File: config.mk
export PLATFORM = sky130hd
export DESIGN_NAME = cache_control
export DESIGN_NICKNAME = d
export VERILOG_FILES = /design/src/cache_pkg.sv /design/src/cache_control.sv
export SDC_FILE = /design/constraint.sdc
export NUM_CORES = 1
export LEC_CHECK = 0
export BUFFER_PORTS_ARGS = -buffer_cell sky130_fd_sc_hd__buf_2
export CORE_MARGIN = 3
export CORE_UTILIZATION = 30
export DETAILED_ROUTE_END_ITERATION = 10
export GPL_ROUTABILITY_DRIVEN = 0
export PLACE_DENSITY = 0.91
export SYNTH_ARGS = -nofsm -noshare
export SYNTH_HDL_FRONTEND = slang
export SYNTH_SLANG_ARGS = --single-unit
File: constraint.sdc
create_clock -name vclk -period 1.22
set_input_delay 0.244 -clock vclk [all_inputs]
set_output_delay 0.244 -clock vclk [all_outputs]
set_load 0.01 [all_outputs]
File: src/cache_pkg.sv
package cache_pkg;

    ////////////////////
    // Widths fixed by the CPU
    ////////////////////

    localparam int ADDR_W = 30;            // Word address, byte bits dropped
    localparam int DATA_W = 32;

    typedef logic [DATA_W-1:0]   word_t;
    typedef logic [DATA_W/8-1:0] byte_en_t;    // One enable per byte lane
    typedef logic [ADDR_W-1:0]   addr_t;

    ////////////////////
    // Miss handling
    ////////////////////

    // State of the manage unit, one miss in flight at most
    typedef enum logic [2:0] {
        NORMAL,         // Lookups only
        IC_MISS,        // Refill I-cache
        DC_MISS,        // Refill D-cache
        DC_WB,          // Dirty D-cache victim goes out first
        DOUBLE_MISS     // Refill I-cache, D-cache waits
    } miss_state_e;

    // Request toward the block-wide memory port
    typedef struct packed {
        logic  en;      // Memory needed this cycle
        logic  write;   // Write-back of wb_block
        addr_t addr;    // Block aligned, offset bits zero
    } mem_req_t;

endpackage

File: src/cache_control.sv
`timescale 1ns/1ps

module cache_control import cache_pkg::*; #(
    parameter int OFFSET_WIDTH = 3,
    parameter int INDEX_WIDTH  = 6,
    parameter int TAG_WIDTH    = ADDR_W - OFFSET_WIDTH - INDEX_WIDTH
) (
    input  miss_state_e             state,
    input  logic                    dc_read,
    input  logic                    dc_write,
    input  byte_en_t                dc_byte_en,
    input  logic                    ic_hit,
    input  logic                    dc_hit,
    input  logic                    dc_dirty,
    input  logic                    dc_victim_valid,
    input  logic [OFFSET_WIDTH-1:0] ic_offset,
    input  logic [OFFSET_WIDTH-1:0] dc_offset,
    input  logic [TAG_WIDTH-1:0]    ic_tag,
    input  logic [TAG_WIDTH-1:0]    dc_tag,
    input  logic [TAG_WIDTH-1:0]    dc_victim_tag,
    input  logic [INDEX_WIDTH-1:0]  ic_index,
    input  logic [INDEX_WIDTH-1:0]  dc_index,
    // I-cache commands
    output logic                    ic_cmd_enable,
    output logic                    ic_cmd_fill,
    output logic [OFFSET_WIDTH-1:0] ic_cmd_word_sel,
    // D-cache commands
    output logic                    dc_cmd_enable,
    output logic                    dc_cmd_write,
    output logic                    dc_cmd_fill,
    output byte_en_t                dc_cmd_byte_en,
    output logic [OFFSET_WIDTH-1:0] dc_cmd_word_sel,
    output mem_req_t                mem_req,
    output miss_state_e             next_state
);

    logic  dc_access;
    logic  ic_miss;
    logic  dc_miss;
    logic  dc_wb_need;
    addr_t ic_block_addr;
    addr_t dc_block_addr;
    addr_t wb_block_addr;

    assign dc_access  = dc_read | dc_write;
    assign ic_miss    = ~ic_hit;                // Fetch side looks up every cycle
    assign dc_miss    = dc_access & ~dc_hit;
    assign dc_wb_need = dc_victim_valid & dc_dirty;

    assign ic_block_addr = {ic_tag, ic_index, {OFFSET_WIDTH{1'b0}}};
    assign dc_block_addr = {dc_tag, dc_index, {OFFSET_WIDTH{1'b0}}};
    assign wb_block_addr = {dc_victim_tag, dc_index, {OFFSET_WIDTH{1'b0}}};

    assign ic_cmd_word_sel = ic_offset;
    assign dc_cmd_word_sel = dc_offset;

    always_comb begin
        ic_cmd_enable  = 1'b0;
        ic_cmd_fill    = 1'b0;
        dc_cmd_enable  = 1'b0;
        dc_cmd_write   = 1'b0;
        dc_cmd_fill    = 1'b0;
        dc_cmd_byte_en = '0;
        mem_req        = '0;
        next_state     = NORMAL;

        case (state)
            NORMAL: begin
                ic_cmd_enable = 1'b1;
                dc_cmd_enable = dc_access;
                // I-side goes first on a double miss
                if (ic_miss && dc_miss) begin
                    next_state = DOUBLE_MISS;
                end else if (ic_miss) begin
                    next_state = IC_MISS;
                end else if (dc_miss) begin
                    next_state = dc_wb_need ? DC_WB : DC_MISS;
                end
                // Store lands only when nothing else holds the CPU
                if (!ic_miss && dc_write && dc_hit) begin
                    dc_cmd_write   = 1'b1;
                    dc_cmd_byte_en = dc_byte_en;
                end
            end
            IC_MISS: begin
                mem_req     = '{en: 1'b1, write: 1'b0, addr: ic_block_addr};
                ic_cmd_fill = 1'b1;
            end
            DOUBLE_MISS: begin
                mem_req     = '{en: 1'b1, write: 1'b0, addr: ic_block_addr};
                ic_cmd_fill = 1'b1;
                next_state  = dc_wb_need ? DC_WB : DC_MISS;   // D-side after refill
            end
            DC_WB: begin
                mem_req    = '{en: 1'b1, write: 1'b1, addr: wb_block_addr};
                next_state = DC_MISS;
            end
            DC_MISS: begin
                mem_req     = '{en: 1'b1, write: 1'b0, addr: dc_block_addr};
                dc_cmd_fill = 1'b1;
            end
            default: next_state = NORMAL;
        endcase
    end

endmodule

Word level (Yosys, flattened, before mapping):

Cells that the tools add are included.

* register bits: 0
* input port bits: 94
* output and inout port bits: 50
* word-level logic and storage cells: 28

* equality and inequality tests: 4
* muxes and demuxes: 14
* bitwise logic cells: 5
* reduce and logical (&&, ||, !) cells: 5

Operator list (count)
* 32-bit one-hot mux with 3 select lines: 1
* 3-bit one-hot mux with 3 select lines: 1
* 4-bit two-way mux: 2
* 1-bit two-way mux: 7
* 3-bit by 2-bit == test with 1-bit output, second input constant: 2
* 2-bit two-way mux: 2
* 3-bit by 1-bit == test with 1-bit output, second input constant: 1
* 3-bit == test, second input constant: 1
* 1-bit logical AND: 3
* 3-bit zero test: 1
* 3-bit two-way mux: 1
* 1-bit bitwise AND: 2
* 1-bit NOT: 2
* 2-bit OR reduction: 1
* 1-bit OR: 1

Logic depth before layout (Yosys ltp):

* depth after elaboration: 6
* gate-level depth with buffers: 5
* gate-level depth less buffers: 3

Worst setup path after synthesis:

OpenSTA, ideal clock, no wires.

* kind: input to output
* start point: input state[1]
* end point: output dc_cmd_byte_en[0]
* data arrival time: 1093 ps
* required time: 976 ps
* slack: -117 ps
* stages: 4
* path buffers: 1
* cell sequence: buf_4 nor3_4 and4_4 and2_1

* word-level cells in the longest chain between the ends: 2

Ends and longest elaborated chain
* start: declaration: RTL line cache_control.sv:8 `input miss_state_e state,`
* 3-bit zero test: RTL line cache_control.sv:67 `case (state)`
* 4-bit two-way mux: RTL line cache_control.sv:67
* end: declaration: RTL line cache_control.sv:31 `output byte_en_t dc_cmd_byte_en,`

Every way passes these cells.

==> metrics.md <==
| Metric | Value |
|---|---|
| Status | finished with violations |
| Failing checks | negative setup slack |
| RSZ-0062 raised after global routing | yes |
| DRT Pass-1 Iters | 4 |
| Area leader, netlist | mux2i_1 |
| Vias per cell | 5.327 |
| Die ar. | between 3000 and 4000 µm² |
| Simple-gate share of the synthesized area | 17.77% |
| Cells after synthesis | 132 |
| Sequential cell area | 0 µm² |
| Register area share after synthesis | 0% |
| Setup WS post-layout | -0.1807 ns |
| GR Overflow Total | 0 |
| Share of the synthesized area in the top cell type | 22.80% |
| Unique masters post-synth | 27 |
| ANT nets after route | 0 |
| Ant. Diodes | 0 |
| Final #Nets | 359 |
| Synth top area cells | mux2i_1, a32oi_1, buf_4, o21ai_0, nand2_1 |
| Leak pwr | 1.019 nW |
| Fraction of layout cells with a size suffix above 1 | between 60 and 70% |
| Yosys warnings | 0 |
| Drt total wl | about 4.5 mm |
| HPWL Detailed | 3.240 mm |
| Top Ports | 144 |
| CP max stage delay | 0.15 ns |
| Placed Instance Area | 1639 µm² |
| Initial antenna violation count | 0 |
| Core Footprint | 2853 µm² |
| Sequential cell count | 0 |
| FMAX | roughly 700 MHz |
| VDD IR max | roughly 0.17 mV |
| Cells along the critical path | buf_12 -> nor3b_4 -> buf_4 -> buf_16 -> a32oi_1 -> o21ai_1 -> buf_2 |
| Worst EP required | approximately 0.98 ns |
| Post-Synth XOR/XNOR Area | under 10% |
| Clk_buf instances | 0 |
| Class of the most critical setup path | in -> out |
| Mux cell area share after synthesis | between 20% and 30% |
| Iteration-0 DRC Markers | 84 |
| Crit-path max FO | 10 |
| Post-synthesis to final-layout area growth | 102.3% |
| HP Class | in -> out |
| First-pass GRT wire length | 5.934 mm |
| Fin. Hold Viols | 0 |
| PD cells | 349.4 nW/µm² |
| Drc violations | 0 |
| Initial Util | between 30% and 40% |
| Synth Area in Compound Gates | about two fifths |
| Cts hold-fix bufs | 0 |
| Tightest hold margin | around 0.49 ns |
| Vias in the first global route | between 1000 and 1500 |
| Total Power | ~0.65 mW |
| GRT Resource Usage Total | 20.05% |
| Adder-cell share of the synthesized area | 0% |
| Max-Cap Viols | 0 |
| Final setup violation count | 33 |
| Mapped Area | 922.1 µm² |
| Die Y-Extent | 61.44 µm |
| CP Capture Type | primary output |
| Die Width | 61.44 µm |
| Max Slew Vio Count | 0 |
| IO buf count | 129 |
| Critical-path top delay cell | nor3b_4 |
| Post-Syn Area per Cell | 6.986 µm² |
| Vias | 1566 |
| Worst EP arrival | 1.16 ns |
| Largest net degree at the start of global routing | 22 |
| # rows | 19 |
| Crit path launch type | primary input |
| Filler cells | 268 |
| Per-cell routed wire length | roughly 15 µm |
| Final worst-path cycle share | 114.8% |
| Largest family of logic cells by synthesized area | compound AO/OA/AOI/OAI gates |
| Minimum clock period | ~1.4 ns |
| Final instance area | 1866 µm² |
## per-layer routing
layer	vias to the layer above	routed length (µm)	GRT usage [%]
met2	85	2414	42.90
met3	6	445	2.306
met4	0	34	3.333
met5	-	0	0
met1	712	1556	20.37
li1	763	-	-
## worst max-delay path, delay by kind of cell
family,cells,cell delay (ns)
buf+inv,4,0.54
compound gates,2,0.22
simple gates,1,0.15
## cell usage after synthesis (all sizes together)
| library cell | number |
|---|---|
| o21ai | 27 |
| a32oi | 21 |
| mux2i | 21 |
| buf | 19 |
| nand2 | 14 |
| clkbuf | 5 |
| and2 | 4 |
| nor2 | 3 |
| nor2b | 3 |
| nor3 | 2 |
| a21oi | 1 |
| and4 | 1 |
| conb | 1 |
| inv | 1 |
| nand2b | 1 |
| nand3 | 1 |
| nor3b | 1 |
| o21a | 1 |
| o21ba | 1 |
| o2bb2ai | 1 |
| o31ai | 1 |
| xnor2 | 1 |
| xor2 | 1 |
## final timing paths
check	from	endpoint	cells past startpoint
max	state[2]	mem_req[14]	7
min	dc_offset[0]	dc_cmd_word_sel[0]	0
## metrics by stage
step                      setup slack, ns  std cells  utilization (%)  setup TNS [ns]
after floorplan                  -0.09139        134                -         -0.3655
after global placement            -0.1881        288            57.46          -5.301
after detailed placement          -0.2262        288            57.46          -6.053
after CTS                         -0.1786        293            63.51          -4.192
after global routing              -0.2345        294            65.39          -6.243
final                             -0.1807        294            65.39          -4.402
## power breakdown
group	total [mW]	switching [mW]	internal, mW
clock network	0	0	0
logic	0.652	0.306	0.346
registers	0	0	0
total	0.652	0.306	0.346
## logic make-up after synthesis
family / after synthesis
AOI/OAI and AO/OA: 53
and+or+nand+nor: 30
buffers and inverters: 25
muxes: 21
xor gates and xnor gates: 2
other: 1
## cell usage in the layout, fill, tap and decap left out, drive strengths merged, types with 2 or more instances in the layout
master  netlist  layout
nor2b         3       3
nor3          2       2
nand2        14      14
o21ai        27      27
a32oi        21      21
mux2i        21      21
and2          4       4
conb          1       3
buf          19     153
nor2          3       3
## cell type report
| type | count | area (µm²) | area share [%] |
|---|---|---|---|
| Inverter | 1 | 3.754 | 0.2012 |
| Multi-Input combinational cell | 109 | 824.5 | 44.20 |
| Timing Repair Buffer | 153 | 998.5 | 53.52 |
| Tap cell | 31 | 38.79 | 2.079 |
## repair_timing
item | CTS | global route
gates cloned | 2 | 0
endpoints found under the setup margin | 37 | 37
pin swaps | 13 | 18
setup buffers | 3 | 1
gates resized for setup | 24 | 9
No activity file was read; power rests on OpenSTA's default activity.
